`config.mk`:
```
export PLATFORM = sky130hd
export DESIGN_NAME = apu_top
export DESIGN_NICKNAME = d
export VERILOG_FILES = /design/src/verilog/apu_pkg.sv /design/src/verilog/apu_top.sv /design/src/verilog/apu_result_merge.sv /design/src/verilog/apu_int_mul.sv /design/src/verilog/apu_fp_misc.sv /design/src/verilog/apu_issue.sv
export SDC_FILE = /design/constraint.sdc
export NUM_CORES = 1
export LEC_CHECK = 0
export ABC_AREA = 1
export ABC_CLOCK_PERIOD_IN_PS = 6300
export BUFFER_PORTS_ARGS = -buffer_cell sky130_fd_sc_hd__buf_2
export CORE_MARGIN = 1
export CORE_UTILIZATION = 52
export CTS_CLUSTER_DIAMETER = 80
export DETAILED_ROUTE_END_ITERATION = 6
export PLACE_DENSITY = 0.79
export SETUP_SLACK_MARGIN = 0.02
export SYNTH_ARGS = -nofsm -noshare
export SYNTH_HDL_FRONTEND = slang
export SYNTH_SLANG_ARGS = --single-unit
```
`constraint.sdc`:
```
create_clock -name clk_i -period 6.3 [get_ports clk_i]
set_input_delay 0.945 -clock clk_i [delete_from_list [all_inputs] [get_ports clk_i]]
set_output_delay 0.945 -clock clk_i [all_outputs]
set_load 0.02 [all_outputs]
```
`src/verilog/apu_pkg.sv`:
```
/*
 * APU shared definitions
 * Operation codes, the float word view, result flags and unit selection
 */
package apu_pkg;

    localparam int APU_NARGS = 2;
    localparam int APU_WORD  = 32;

    typedef enum logic [3:0] {
        FMIN   = 4'd0,
        FMAX   = 4'd1,
        FSGNJ  = 4'd2,
        FSGNJN = 4'd3,
        FSGNJX = 4'd4,
        FEQ    = 4'd5,
        FLT    = 4'd6,
        FLE    = 4'd7,
        FCLASS = 4'd8,
        MUL    = 4'd9,
        MULH   = 4'd10,
        MULHU  = 4'd11
    } apu_op_e;

    // Single-precision word, raw or split into IEEE 754 fields
    typedef union packed {
        logic [APU_WORD-1:0] raw;
        struct packed {
            logic        sign;
            logic [7:0]  exp;
            logic [22:0] man;
        } f;
    } fp32_u;

    // Same bit order as the RISC-V fflags CSR
    typedef struct packed {
        logic nv;
        logic dz;
        logic of;
        logic uf;
        logic nx;
    } apu_flags_t;

    typedef enum logic {
        UNIT_FP  = 1'b0,
        UNIT_MUL = 1'b1
    } apu_unit_e;

    function automatic apu_unit_e apu_unit_of(apu_op_e op);
        return (op inside {MUL, MULH, MULHU}) ? UNIT_MUL : UNIT_FP;
    endfunction

endpackage
```
`src/verilog/apu_top.sv`:
```
/*
 * APU subsystem top level
 * Issue stage, FP misc unit, integer multiplier and result stage
 */
module apu_top
    import apu_pkg::*;
#(
    parameter int MUL_BITS_PER_CYCLE = 2
) (
    input  logic                clk_i,
    input  logic                rst_n_i,

    // Request side
    input  logic                apu_req_i,
    input  apu_op_e             apu_op_i,
    input  logic [APU_WORD-1:0] apu_operand_a_i,
    input  logic [APU_WORD-1:0] apu_operand_b_i,
    output logic                apu_gnt_o,

    // Response side
    output logic                apu_rvalid_o,
    output logic [APU_WORD-1:0] apu_rdata_o,
    output apu_flags_t          apu_rflags_o
);

    logic                fp_start, mul_start;
    logic                fp_busy, mul_busy;
    logic                fp_valid, mul_valid;
    logic [APU_WORD-1:0] fp_result, mul_result;
    apu_flags_t          fp_flags;

    apu_issue u_issue (
        .clk_i       (clk_i),
        .rst_n_i     (rst_n_i),
        .apu_req_i   (apu_req_i),
        .apu_op_i    (apu_op_i),
        .fp_busy_i   (fp_busy),
        .mul_busy_i  (mul_busy),
        .apu_gnt_o   (apu_gnt_o),
        .fp_start_o  (fp_start),
        .mul_start_o (mul_start)
    );

    apu_fp_misc u_fp_misc (
        .clk_i       (clk_i),
        .rst_n_i     (rst_n_i),
        .start_i     (fp_start),
        .op_i        (apu_op_i),
        .operand_a_i (apu_operand_a_i),
        .operand_b_i (apu_operand_b_i),
        .valid_o     (fp_valid),
        .busy_o      (fp_busy),
        .result_o    (fp_result),
        .flags_o     (fp_flags)
    );

    apu_int_mul #(
        .MUL_BITS_PER_CYCLE (MUL_BITS_PER_CYCLE)
    ) u_int_mul (
        .clk_i       (clk_i),
        .rst_n_i     (rst_n_i),
        .start_i     (mul_start),
        .op_i        (apu_op_i),
        .operand_a_i (apu_operand_a_i),
        .operand_b_i (apu_operand_b_i),
        .valid_o     (mul_valid),
        .busy_o      (mul_busy),
        .result_o    (mul_result)
    );

    apu_result_merge u_merge (
        .clk_i        (clk_i),
        .rst_n_i      (rst_n_i),
        .fp_valid_i   (fp_valid),
        .fp_result_i  (fp_result),
        .fp_flags_i   (fp_flags),
        .mul_valid_i  (mul_valid),
        .mul_result_i (mul_result),
        .apu_rvalid_o (apu_rvalid_o),
        .apu_rdata_o  (apu_rdata_o),
        .apu_rflags_o (apu_rflags_o)
    );

endmodule

```
`src/verilog/apu_result_merge.sv`:
```
/*
 * APU result stage
 * Registers the result of the unit that finishes onto the response port
 */
module apu_result_merge
    import apu_pkg::*;
(
    input  logic                clk_i,
    input  logic                rst_n_i,

    input  logic                fp_valid_i,
    input  logic [APU_WORD-1:0] fp_result_i,
    input  apu_flags_t          fp_flags_i,

    input  logic                mul_valid_i,
    input  logic [APU_WORD-1:0] mul_result_i,

    output logic                apu_rvalid_o,
    output logic [APU_WORD-1:0] apu_rdata_o,
    output apu_flags_t          apu_rflags_o
);

    always_ff @(posedge clk_i) begin
        if (!rst_n_i) begin
            apu_rvalid_o <= 1'b0;
        end else begin
            apu_rvalid_o <= fp_valid_i || mul_valid_i;
        end
    end

    // Response data holds its last value between pulses
    always_ff @(posedge clk_i) begin
        if (!rst_n_i) begin
            apu_rdata_o  <= '0;
            apu_rflags_o <= '0;
        end else if (fp_valid_i) begin
            apu_rdata_o  <= fp_result_i;
            apu_rflags_o <= fp_flags_i;
        end else if (mul_valid_i) begin
            apu_rdata_o  <= mul_result_i;
            // Integer products raise no FP exceptions
            apu_rflags_o <= '0;
        end
    end

    // The issue rule keeps the two units from finishing together
    a_single_valid: assert property (
        @(posedge clk_i) disable iff (!rst_n_i)
        !(fp_valid_i && mul_valid_i)
    );

endmodule

```
`src/verilog/apu_int_mul.sv`:
```
/*
 * Iterative integer multiplier
 * Shift-add over MUL_BITS_PER_CYCLE multiplier bits per cycle,
 * returning the low or high word of the 64-bit product
 */
module apu_int_mul
    import apu_pkg::*;
#(
    parameter int MUL_BITS_PER_CYCLE = 2
) (
    input  logic                clk_i,
    input  logic                rst_n_i,

    input  logic                start_i,
    input  apu_op_e             op_i,
    input  logic [APU_WORD-1:0] operand_a_i,
    input  logic [APU_WORD-1:0] operand_b_i,

    output logic                valid_o,
    output logic                busy_o,
    output logic [APU_WORD-1:0] result_o
);

    localparam int STEPS = APU_WORD / MUL_BITS_PER_CYCLE;
    localparam int CNT_W = $clog2(STEPS + 1);

    logic [CNT_W-1:0]      count_q;
    logic [2*APU_WORD-1:0] acc_q, acc_d;
    logic [2*APU_WORD-1:0] mcand_q;
    logic [APU_WORD-1:0]   mplier_q;
    logic                  neg_q;
    logic                  hi_q;

    logic                  is_signed;
    logic [APU_WORD-1:0]   a_mag, b_mag;
    logic [2*APU_WORD-1:0] product;

    // Only MULH treats the operands as signed
    assign is_signed = (op_i == MULH);
    assign a_mag = (is_signed && operand_a_i[APU_WORD-1]) ? -operand_a_i : operand_a_i;
    assign b_mag = (is_signed && operand_b_i[APU_WORD-1]) ? -operand_b_i : operand_b_i;

    // Partial products for the low multiplier bits of this step
    always_comb begin
        acc_d = acc_q;
        for (int i = 0; i < MUL_BITS_PER_CYCLE; i++) begin
            if (mplier_q[i]) begin
                acc_d = acc_d + (mcand_q << i);
            end
        end
    end

    always_ff @(posedge clk_i) begin
        if (!rst_n_i) begin
            busy_o  <= 1'b0;
            valid_o <= 1'b0;
            count_q <= '0;
        end else begin
            valid_o <= 1'b0;
            if (start_i) begin
                busy_o  <= 1'b1;
                count_q <= CNT_W'(STEPS);
            end else if (busy_o) begin
                count_q <= count_q - 1'b1;
                if (count_q == CNT_W'(1)) begin
                    busy_o  <= 1'b0;
                    valid_o <= 1'b1;
                end
            end
        end
    end

    always_ff @(posedge clk_i) begin
        if (start_i) begin
            acc_q    <= '0;
            mcand_q  <= {{APU_WORD{1'b0}}, a_mag};
            mplier_q <= b_mag;
            neg_q    <= is_signed && (operand_a_i[APU_WORD-1] ^ operand_b_i[APU_WORD-1]);
            hi_q     <= (op_i != MUL);
        end else if (busy_o) begin
            acc_q    <= acc_d;
            mcand_q  <= mcand_q << MUL_BITS_PER_CYCLE;
            mplier_q <= mplier_q >> MUL_BITS_PER_CYCLE;
        end
    end

    // Sign fix-up of the magnitude product
    assign product  = neg_q ? -acc_q : acc_q;
    assign result_o = hi_q ? product[2*APU_WORD-1:APU_WORD] : product[APU_WORD-1:0];

    // Issue must hold off new multiplies until this one has retired
    a_no_start_busy: assert property (
        @(posedge clk_i) disable iff (!rst_n_i)
        start_i |-> !busy_o
    );

endmodule

```
`src/verilog/apu_fp_misc.sv`:
```
/*
 * Single-precision non-arithmetic unit
 * Two stages: operand capture with classification, then min/max,
 * sign injection, compare and classify
 */
module apu_fp_misc
    import apu_pkg::*;
(
    input  logic                clk_i,
    input  logic                rst_n_i,

    input  logic                start_i,
    input  apu_op_e             op_i,
    input  logic [APU_WORD-1:0] operand_a_i,
    input  logic [APU_WORD-1:0] operand_b_i,

    output logic                valid_o,
    output logic                busy_o,
    output logic [APU_WORD-1:0] result_o,
    output apu_flags_t          flags_o
);

    // Bit positions of the RISC-V fclass mask
    localparam int CLS_NINF  = 0;
    localparam int CLS_NNORM = 1;
    localparam int CLS_NSUB  = 2;
    localparam int CLS_NZERO = 3;
    localparam int CLS_PZERO = 4;
    localparam int CLS_PSUB  = 5;
    localparam int CLS_PNORM = 6;
    localparam int CLS_PINF  = 7;
    localparam int CLS_SNAN  = 8;
    localparam int CLS_QNAN  = 9;

    localparam logic [APU_WORD-1:0] CANON_NAN = 32'h7FC0_0000;

    function automatic logic [9:0] fp_class(fp32_u w);
        logic       exp_max;
        logic       exp_zero;
        logic       man_zero;
        logic [9:0] m;
        exp_max  = &w.f.exp;
        exp_zero = ~|w.f.exp;
        man_zero = ~|w.f.man;
        m        = '0;
        if (exp_max && !man_zero) begin
            // Quiet bit is the top of the mantissa
            if (w.f.man[22]) m[CLS_QNAN] = 1'b1;
            else m[CLS_SNAN] = 1'b1;
        end else if (exp_max) begin
            m[w.f.sign ? CLS_NINF : CLS_PINF] = 1'b1;
        end else if (exp_zero && man_zero) begin
            m[w.f.sign ? CLS_NZERO : CLS_PZERO] = 1'b1;
        end else if (exp_zero) begin
            m[w.f.sign ? CLS_NSUB : CLS_PSUB] = 1'b1;
        end else begin
            m[w.f.sign ? CLS_NNORM : CLS_PNORM] = 1'b1;
        end
        return m;
    endfunction

    fp32_u      in_w   [APU_NARGS];
    logic [9:0] in_cls [APU_NARGS];

    // Stage 1 registers
    logic       s1_valid;
    apu_op_e    s1_op;
    fp32_u      s1_opnd [APU_NARGS];
    logic [9:0] s1_cls  [APU_NARGS];

    // Stage 2 next-state
    logic [APU_WORD-1:0] res_d;
    apu_flags_t          flags_d;

    fp32_u a, b;
    logic  a_nan, b_nan, any_snan, both_zero;
    logic  a_lt, a_eq;

    assign in_w[0] = operand_a_i;
    assign in_w[1] = operand_b_i;

    always_comb begin
        for (int i = 0; i < APU_NARGS; i++) begin
            in_cls[i] = fp_class(in_w[i]);
        end
    end

    always_ff @(posedge clk_i) begin
        if (!rst_n_i) begin
            s1_valid <= 1'b0;
        end else begin
            s1_valid <= start_i;
        end
    end

    always_ff @(posedge clk_i) begin
        if (start_i) begin
            s1_op <= op_i;
            for (int i = 0; i < APU_NARGS; i++) begin
                s1_opnd[i] <= in_w[i];
                s1_cls[i]  <= in_cls[i];
            end
        end
    end

    assign a = s1_opnd[0];
    assign b = s1_opnd[1];

    assign a_nan     = s1_cls[0][CLS_SNAN] || s1_cls[0][CLS_QNAN];
    assign b_nan     = s1_cls[1][CLS_SNAN] || s1_cls[1][CLS_QNAN];
    assign any_snan  = s1_cls[0][CLS_SNAN] || s1_cls[1][CLS_SNAN];
    assign both_zero = (s1_cls[0][CLS_NZERO] || s1_cls[0][CLS_PZERO]) &&
                       (s1_cls[1][CLS_NZERO] || s1_cls[1][CLS_PZERO]);

    // Ordering by sign-magnitude, -0 sits below +0
    always_comb begin
        if (a.f.sign != b.f.sign) begin
            a_lt = a.f.sign;
        end else if (a.f.sign) begin
            a_lt = a.raw[30:0] > b.raw[30:0];
        end else begin
            a_lt = a.raw[30:0] < b.raw[30:0];
        end
    end

    assign a_eq = (a.raw == b.raw) || both_zero;

    always_comb begin
        res_d   = '0;
        flags_d = '0;
        case (s1_op)
            FMIN, FMAX: begin
                flags_d.nv = any_snan;
                if (a_nan && b_nan) res_d = CANON_NAN;
                else if (a_nan) res_d = b.raw;
                else if (b_nan) res_d = a.raw;
                else if ((s1_op == FMIN) == a_lt) res_d = a.raw;
                else res_d = b.raw;
            end
            FSGNJ:  res_d = {b.f.sign, a.raw[30:0]};
            FSGNJN: res_d = {~b.f.sign, a.raw[30:0]};
            FSGNJX: res_d = {a.f.sign ^ b.f.sign, a.raw[30:0]};
            FEQ: begin
                flags_d.nv = any_snan;
                res_d[0]   = !a_nan && !b_nan && a_eq;
            end
            FLT: begin
                flags_d.nv = a_nan || b_nan;
                res_d[0]   = !a_nan && !b_nan && a_lt && !both_zero;
            end
            FLE: begin
                flags_d.nv = a_nan || b_nan;
                res_d[0]   = !a_nan && !b_nan && (a_lt || a_eq);
            end
            FCLASS: res_d = {22'd0, s1_cls[0]};
            default: res_d = '0;
        endcase
    end

    always_ff @(posedge clk_i) begin
        if (!rst_n_i) begin
            valid_o <= 1'b0;
        end else begin
            valid_o <= s1_valid;
        end
    end

    always_ff @(posedge clk_i) begin
        if (s1_valid) begin
            result_o <= res_d;
            flags_o  <= flags_d;
        end
    end

    assign busy_o = s1_valid || valid_o;

endmodule

```
`src/verilog/apu_issue.sv`:
```
/*
 * APU issue stage
 * Decodes the requested operation, grants it under the in-order rule
 * and strobes the start of the selected execution unit
 */
module apu_issue
    import apu_pkg::*;
(
    input  logic    clk_i,
    input  logic    rst_n_i,

    input  logic    apu_req_i,
    input  apu_op_e apu_op_i,

    input  logic    fp_busy_i,
    input  logic    mul_busy_i,

    output logic    apu_gnt_o,
    output logic    fp_start_o,
    output logic    mul_start_o
);

    logic is_fp;
    logic unit_free;

    assign is_fp = (apu_unit_of(apu_op_i) == UNIT_FP);

    // FP work may overlap other FP work, but never a running multiply.
    // A multiply needs both units idle so results stay in grant order
    always_comb begin
        if (is_fp) begin
            unit_free = !mul_busy_i;
        end else begin
            unit_free = !fp_busy_i && !mul_busy_i;
        end
    end

    assign apu_gnt_o = apu_req_i && unit_free;

    // One strobe per accepted operation
    assign fp_start_o  = apu_gnt_o && is_fp;
    assign mul_start_o = apu_gnt_o && !is_fp;

    // A stalled request stays up with the same operation until granted
    a_req_held: assert property (
        @(posedge clk_i) disable iff (!rst_n_i)
        apu_req_i && !apu_gnt_o |=> apu_req_i && $stable(apu_op_i)
    );

endmodule

```
== Word level (Yosys, flattened, before mapping) ==
Memory sizes are Yosys's and may differ from the RTL's.
Index checks and enable logic that the tools add are counted.
Storage, ports and cells
  flip-flop bits (word level): 246
  bits in latches: 0
  bits in writable memories: 84
  memory bits (read-only): 0
  input port bits: 71
  output and inout port bits: 39
  word-level logic and storage cells: 202
  memories: 2
Memory list
  u_fp_misc.s1_opnd: words 2, width 32, rd ports 2, clocked after memory_dff 0, write ports 2, RTL line apu_fp_misc.sv:68  | fp32_u s1_opnd [APU_NARGS];
  u_fp_misc.s1_cls: words 2, width 10, rd ports 2, clocked after memory_dff 0, write ports 2, RTL line apu_fp_misc.sv:69  | logic [9:0] s1_cls [APU_NARGS];
Operators by class
  add/subtract/negate cells: 6
  $mul: 0
  div/mod/pow operators: 0
  magnitude comparators: 18
  eq/ne operators: 16
  shift-type cells: 0
  multiplexer cells: 71
  bitwise operators: 6
  reductions and logical operators: 61
Operators with widths (count)
  $mux 32: 13
  $ge 32x1->1 const B: 8
  $lt 32x6->1 const B: 8
  $mux 64: 3
  $pmux 31 s5: 1
  $add 64x64->64: 2
  $neg 32->32: 2
  $neg 64->64: 1
  $mux 10: 6
  $reduce_or 23->1: 2
  $demux 1 s4: 8
  $eq 32x32->1: 1
  $gt 31x31->1: 1
  $lt 31x31->1: 1
  $logic_and 1x1->1: 26
  $mux 3: 8
  $mux 1: 22
  $mux 5: 4
  $eq 4x3->1 const B: 4
  $eq 4x4->1 const B: 4
  $mux 8: 2
  $reduce_and 8->1: 2
  $reduce_or 8->1: 2
  $logic_or 1x1->1: 10
  18 further kinds: 37

== Longest topological paths before layout ==
Gate-level depths: netlist of run 1.
An unclocked memory read counts as a cell.
  word-level depth: 10
  depth in mapped cells: 32
  gate-level depth less buffers: 32

== Cells and area by module ==
A second synthesis of run 1 with hierarchy kept.
Second synthesis, totals
  cells, all modules: 4629
  area, all modules: 29011.6 sq um
Modules (own cells, without submodules)
  apu_int_mul: times used 1, cells an instance 3752, area an instance 21267.9 sq um, seq. area each 4043.9 sq um
  apu_fp_misc: times used 1, cells an instance 595, area an instance 5915.7 sq um, seq. area each 3493.4 sq um
  apu_result_merge: times used 1, cells an instance 268, area an instance 1773.0 sq um, seq. area each 760.7 sq um
  apu_issue: times used 1, cells an instance 14, area an instance 55.1 sq um, seq. area each 0.0 sq um

== Least setup slack after synthesis of run 1 ==
No wires, ideal clock.
  kind: input to register
  from: input port apu_op_i[3]
  to: memory u_fp_misc.s1_cls[0][0] (enable)
  library setup time: 0.523 ns
  arrival: 4.755 ns
  data required time: 5.777 ns
  path slack: 1.022 ns
  stages: 7
  path buffers: 0
  cell sequence: inv_1 nor2_1 inv_2 nor2_2 o21ai_0 nand2_1 nor2_1
RTL lines
  start, declared: RTL line apu_top.sv:15  | input apu_op_e apu_op_i,
  end, declared: RTL line apu_fp_misc.sv:69

== Final worst setup path of run 1 ==
  from: register u_int_mul.acc_q[0]
  to: register u_int_mul.acc_q[60]
Between the ends
  longest elaborated chain between the ends: 4
Ends and longest elaborated chain
  start, declared: RTL line apu_int_mul.sv:28  | logic [2*APU_WORD-1:0] acc_q, acc_d;
  start signal, assigned: RTL line apu_int_mul.sv:75  | acc_q <= '0;
  start signal, assigned: RTL line apu_int_mul.sv:81  | acc_q <= acc_d;
  $add 64x64->64: RTL line apu_int_mul.sv:48  | acc_d = acc_d + (mcand_q << i);
  $mux 64 (*): RTL line apu_int_mul.sv:47  | if (mplier_q[i]) begin
  $add 64x64->64: RTL line apu_int_mul.sv:48
  $mux 64 (*): RTL line apu_int_mul.sv:47
Every way passes the cells marked *; elsewhere a longest branch is shown, timed or not.
A chain may end at the register's enable or synchronous reset.

==> qor.yml, run 1 <==
power:
  pwr-share-comb: 0.505
  leakagePower_nw: 14.2
  power_switching_share: 0.502
  p_sw_mw: 5.45
  internal-power_mw: 5.40
  ir_worst_vdd_mv: 0.238
  seq_power_share: 0.269
  powerDensity_mw_per_mm2: 351
  p_clk_frac: 0.225
drt:
  avgRoutedWirePerCell_um: 23.2
  drc: 1
  viasPerCell: 5.90
  routed_wl_um: 122000
  dr.first_iter.drc_count: 3443
  firstDrtPassIters: 7
  ant_nets: 0
  vias: 31000
synthesis:
  async_reset_ff_frac: 0
  synth_cells: 4470
  yosys.cell_types.count: 65
  seq_area_frac_synth: 0.289
  yosysWarnings: 0
  ys_ff_latch: 320
  syn_avg_cell_area_sq_um: 6.36
  synth_edf_count: 181
  synth_area_sq_mm: 0.0284
  synth_flop_cell: "edfxtp_1"
die:
  core_sq_mm: 0.0539
  initial_core_util: 0.528
  std_cell_rows: 85
  die_y_um: 236
  io_pins: 110
  die_area_sq_mm: 0.0556
  die_w_um: 236
setup_path:
  path_class: "flop to flop"
  cp-end-kind: "flop"
  max_stage_delay_ns: 0.60
  arrival_ns: 6.28
  cp-startpoint: "u_int_mul.acc_q[0]"
  reg2reg_from: "u_int_mul.acc_q[0]"
  cp_common_cell: "nand2_1"
  crit_slowest_cell: "dfxtp_1"
  critical_path.max_fanout: 5
  startpoint_type: "flop"
  crit_required_ns: 6.80
clock_tree:
  clkTransAtPathRegs_ns: 0.07
  cts_hold_buf: 0
  postCtsResizedCells: 0
  clockRootBuffer: "clkbuf_16"
  cts_made_buffers: 41
  cts.sinks: 320
  clk_latency_ns: 0.61
  max-clock-path-buffers: 3
  cts_tree: "built"
  postCtsSetupBuffers: 0
  htree_levels: 2
global_routing:
  grt.total_usage: 0.430
  antenna_found_initial: 2
  grt_pass1_vias: 28500
  grt_pass1_wl_um: 179000
  grt_max_degree: 101
  globalRoute.totalOverflow: 0
cells_and_area:
  final_cells: 5258
  final_common_cell: "nand2_1"
  diodes: 0
  final_nets: 4772
  layout_common_cells: "nand2_1, nor2_1, inv_1, o21ai_0, nand3_1"
  syn_to_final_growth_pct: 8.60
  drive_above_1_share: 0.0642
timing:
  finalCriticalPeriod_ns: 5.79
  period_share: 0.918
  hold_violations: 0
  maxSlewViolCount: 0
  setup_violations: 0
  clock_skew_ns: 0.0258
  worst_pin_slew_ns: 1.21
  slew_headroom: 0.194
  rsz0062_at_grt: "false"
  fmax_ghz: 0.173
  setup_tns_ns: 0
flow_run:
  maxCapViolCount: 0
place:
  gp_congestion: 1.11
  port_buffers: 105
  place_inst: 5182
  dpl.hpwl_um: 98700
hold_path:
  min_path_type: "flop to flop"
  min_from: "u_merge.apu_rdata_o[31]"
outcome:
  status: "complete, but fails checks"
  violations: "DRC"
## kinds of logic after synthesis
group | synth area share
compound gates | 0.157
xor+xnor | 0.0363
fa+ha+maj | 0.0762
buf+inv | 0.0989
flops | 0.289
other cells | 0.000132
simple gates | 0.343
## final cells by class
| type | instances | area [sq um] |
|---|---|---|
| clock inverters | 29 | 325 |
| clock buffers | 47 | 1050 |
| flip-flops and latches | 320 | 8220 |
| inverters | 607 | 2280 |
| well taps | 696 | 871 |
| fillers | 5406 | 23000 |
| repair buffers | 127 | 691 |
| multi-input cells | 3432 | 17500 |
## power groups by stage
stage	clock network, mW	logic (mW)	registers (mW)
CTS	2.44	5.27	2.89
finish	2.44	5.48	2.92
floorplan	0	3.49	2.74
global route	2.52	5.88	2.92
detailed placement	0	5.23	2.94
global placement	0	5.26	2.93
## routing by layer
layer	GRT usage	wire [um]	up-vias
met3	0.0893	11000	464
met4	0.343	11600	4
met2	0.680	53300	1759
met1	0.507	46200	14100
met5	0	26	-
li1	-	-	14700
## sequential cells by signal, summed over array words and instances (netlist names), 4 cells and up
name                 count
u_fp_misc.s1_op          4
u_merge.apu_rdata_o     32
u_fp_misc.s1_cls        14
u_int_mul.mcand_q       64
u_int_mul.count_q        5
u_int_mul.acc_q         64
u_fp_misc.result_o      32
u_fp_misc.s1_opnd       64
u_int_mul.mplier_q      32
## worst paths after layout
path                        endpoint  slack (ns)  depth (start not counted)
max              u_int_mul.acc_q[60]        0.51                         29
min          u_merge.apu_rdata_o[31]        0.46                          2
min reg2reg  u_merge.apu_rdata_o[31]        0.46                          2
max reg2reg      u_int_mul.acc_q[60]        0.51                         29
## worst max-delay path: cells and delay by family (launching register included)
kind	cells	cell delay (ns)
fa+ha+maj	3	1.22
compound gates	2	0.49
simple gates	19	2.80
buf+inv	5	0.58
flops	1	0.60
## metrics by stage
step / hold WS [ns] / instance area [sq um] / setup slack (ns) / utilization / power, mW
detailed placement: 0.456 / 29500 / 0.825 / 0.547 / 8.16
CTS: 0.466 / 30900 / 0.794 / 0.573 / 10.6
floorplan: 0.448 / 28500 / 1.02 / - / 6.23
finish: 0.463 / 30900 / 0.515 / 0.573 / 10.8
global route: 0.482 / 30900 / 0.310 / 0.573 / 11.3
global placement: 0.451 / 29500 / 0.594 / 0.547 / 8.19
## cells in the mapped netlist (45+ instances only)
cell type / instances / area [sq um]
clkbuf_1: 65 / 244
nor3_1: 59 / 295
nand3_1: 281 / 1410
nand2_1: 1245 / 4670
inv_1: 594 / 2230
o21ai_0: 316 / 1580
dfxtp_1: 139 / 2780
edfxtp_1: 181 / 5440
a21oi_1: 251 / 1260
nand4_1: 48 / 300
xor2_1: 73 / 639
xnor2_1: 45 / 394
nor2_1: 603 / 2260
o21ai_1: 61 / 305
ha_1: 170 / 2130
Note: power is estimated with default switching activity, not from simulation.
==> run 2: changes to the inputs <==
Settings changed: CELL_PAD_IN_SITES_DETAIL_PLACEMENT set to 0, CELL_PAD_IN_SITES_GLOBAL_PLACEMENT set to 2, CORE_UTILIZATION 52 to 35, PLACE_DENSITY 0.79 to 0.91.
==> run 2 against run 1 <==
The run now ends clean. Via count fell by 3.1%. Highest routed layer unchanged. Clock-buffer cell count rose by 4. Die area rose by 48%. Clock skew rose by 0.013 ns. First-iteration DRC count fell by 26%. Register-to-register slack improved by 0.05 ns. Final cell count rose by 7.0%. Sequential power barely moved. Fmax rose by 0.84%. Critical path depth did not move. Design area rose by 1.5%. Worst setup slack improved by 0.048 ns.
==> qor.yml, run 2 (same netlist as run 1, synthesis figures left out) <==
die:
  initial_core_util: 0.354
  io_pins: 110
  die_area_sq_mm: 0.0824
  die_y_um: 287
  die_w_um: 287
  std_cell_rows: 104
  core_sq_mm: 0.0804
flow_run:
  maxCapViolCount: 0
global_routing:
  grt_pass1_wl_um: 186000
  grt_max_degree: 101
  globalRoute.totalOverflow: 0
  use_met2: 0.512
  grt_pass1_vias: 28400
  antenna_found_initial: 1
  grt.total_usage: 0.306
  grt_util_met1: 0.372
  met3_usage: 0.0421
  top_usage_layer: "met2"
drt:
  firstDrtPassIters: 6
  vias: 30100
  ant_nets: 0
  viasPerCell: 5.35
  drc: 0
  routed_wl_um: 128000
  dr.first_iter.drc_count: 2559
  avgRoutedWirePerCell_um: 22.8
setup_path:
  critical_path.max_fanout: 5
  arrival_ns: 6.21
  cp-end-kind: "flop"
  max_stage_delay_ns: 0.54
  reg2regPathDepth: 29
  crit_slowest_cell: "dfxtp_1"
  crit_required_ns: 6.77
  path_class: "flop to flop"
  cp_common_cell: "nand2_1"
  startpoint_type: "flop"
clock_tree:
  max-clock-path-buffers: 3
  cts_made_buffers: 41
  htree_levels: 2
  cts_hold_buf: 0
  clockRootBuffer: "clkbuf_16"
  clk_latency_ns: 0.61
  clkTransAtPathRegs_ns: 0.06
  cts_tree: "built"
  postCtsSetupBuffers: 0
  cts.sinks: 320
  postCtsResizedCells: 0
place:
  gp_congestion: 1.08
  dpl.hpwl_um: 105000
  place_area_sq_mm: 0.0300
  port_buffers: 105
power:
  total_power_mw: 10.7
  powerDensity_mw_per_mm2: 342
  ir_worst_vdd_mv: 0.186
  leakagePower_nw: 14.1
cells_and_area:
  layout_common_cells: "nand2_1, nor2_1, inv_1, o21ai_0, nand3_1"
  top_regs: "u_fp_misc.s1_opnd (64), u_int_mul.acc_q (64), u_int_mul.mcand_q (64)"
  drive_above_1_share: 0.0642
  syn_to_final_growth_pct: 10.2
  fill_cells: 8866
  final_nets: 4778
  final_common_cell: "nand2_1"
  stdcell_area_sq_mm: 0.0314
timing:
  finalCriticalPeriod_ns: 5.74
  fmax_ghz: 0.174
  slew_headroom: 0.277
  setup_violations: 0
  rsz0062_at_grt: "false"
  period_share: 0.911
  setup_tns_ns: 0
  maxSlewViolCount: 0
  holdWs_ns: 0.462
  worst_pin_slew_ns: 1.08
  clock_skew_ns: 0.0384
  hold_violations: 0
hold_path:
  worstHoldPathCells: 2
  min_path_type: "flop to flop"
outcome:
  status: "finished clean"
==> run 2: final timing paths <==
kind                              to  slack [ns]               startpoint
max              u_int_mul.acc_q[60]        0.56       u_int_mul.acc_q[0]
min          u_merge.apu_rdata_o[17]        0.46  u_merge.apu_rdata_o[17]
max reg2reg      u_int_mul.acc_q[60]        0.56       u_int_mul.acc_q[0]
min reg2reg  u_merge.apu_rdata_o[17]        0.46  u_merge.apu_rdata_o[17]
==> run 2: per-layer routing <==
| metal | up-vias | share of wire |
|---|---|---|
| li1 | 14700 | - |
| met1 | 13900 | 0.41 |
| met2 | 1146 | 0.46 |
| met3 | 288 | 0.060 |
| met4 | 2 | 0.071 |
| met5 | - | 0.000078 |
==> run 2: report_power, final <==
group	leakage (nW)	internal [mW]	total, mW	switching, mW
registers	2.86	2.47	2.95	0.476
logic	10.7	1.58	5.42	3.84
clock network	0.631	1.32	2.37	1.05
==> run 2: layout make-up <==
cell class	count	area, sq um	area share
Timing Repair Buffer	133	736	0.0235
Sequential cell	320	8220	0.262
Antenna cell	1	2.50	0.0000798
Tap cell	1060	1330	0.0423
Clock buffer	51	1070	0.0342
Clock inverter	24	244	0.00778
Multi-Input combinational cell	3432	17500	0.557
Inverter	607	2280	0.0728
==> run 2: per-stage QoR <==
| step | instances | utilization | worst slack (ns) |
|---|---|---|---|
| CTS | 5627 | 0.390 | 0.743 |
| finish | 5628 | 0.390 | 0.563 |
| detailed placement | 5552 | 0.373 | 0.797 |
| global placement | 5552 | 0.373 | 0.620 |
| floorplan | 4473 | - | 1.02 |
| global route | 5627 | 0.390 | 0.197 |
==> run 2: worst max-delay path, delay by kind of cell (launching register included) <==
family          cells  cell delay (ns)
compound gates      2             0.48
buf+inv             5             0.63
fa+ha+maj           3             1.20
simple gates       19             2.74
flops               1             0.54
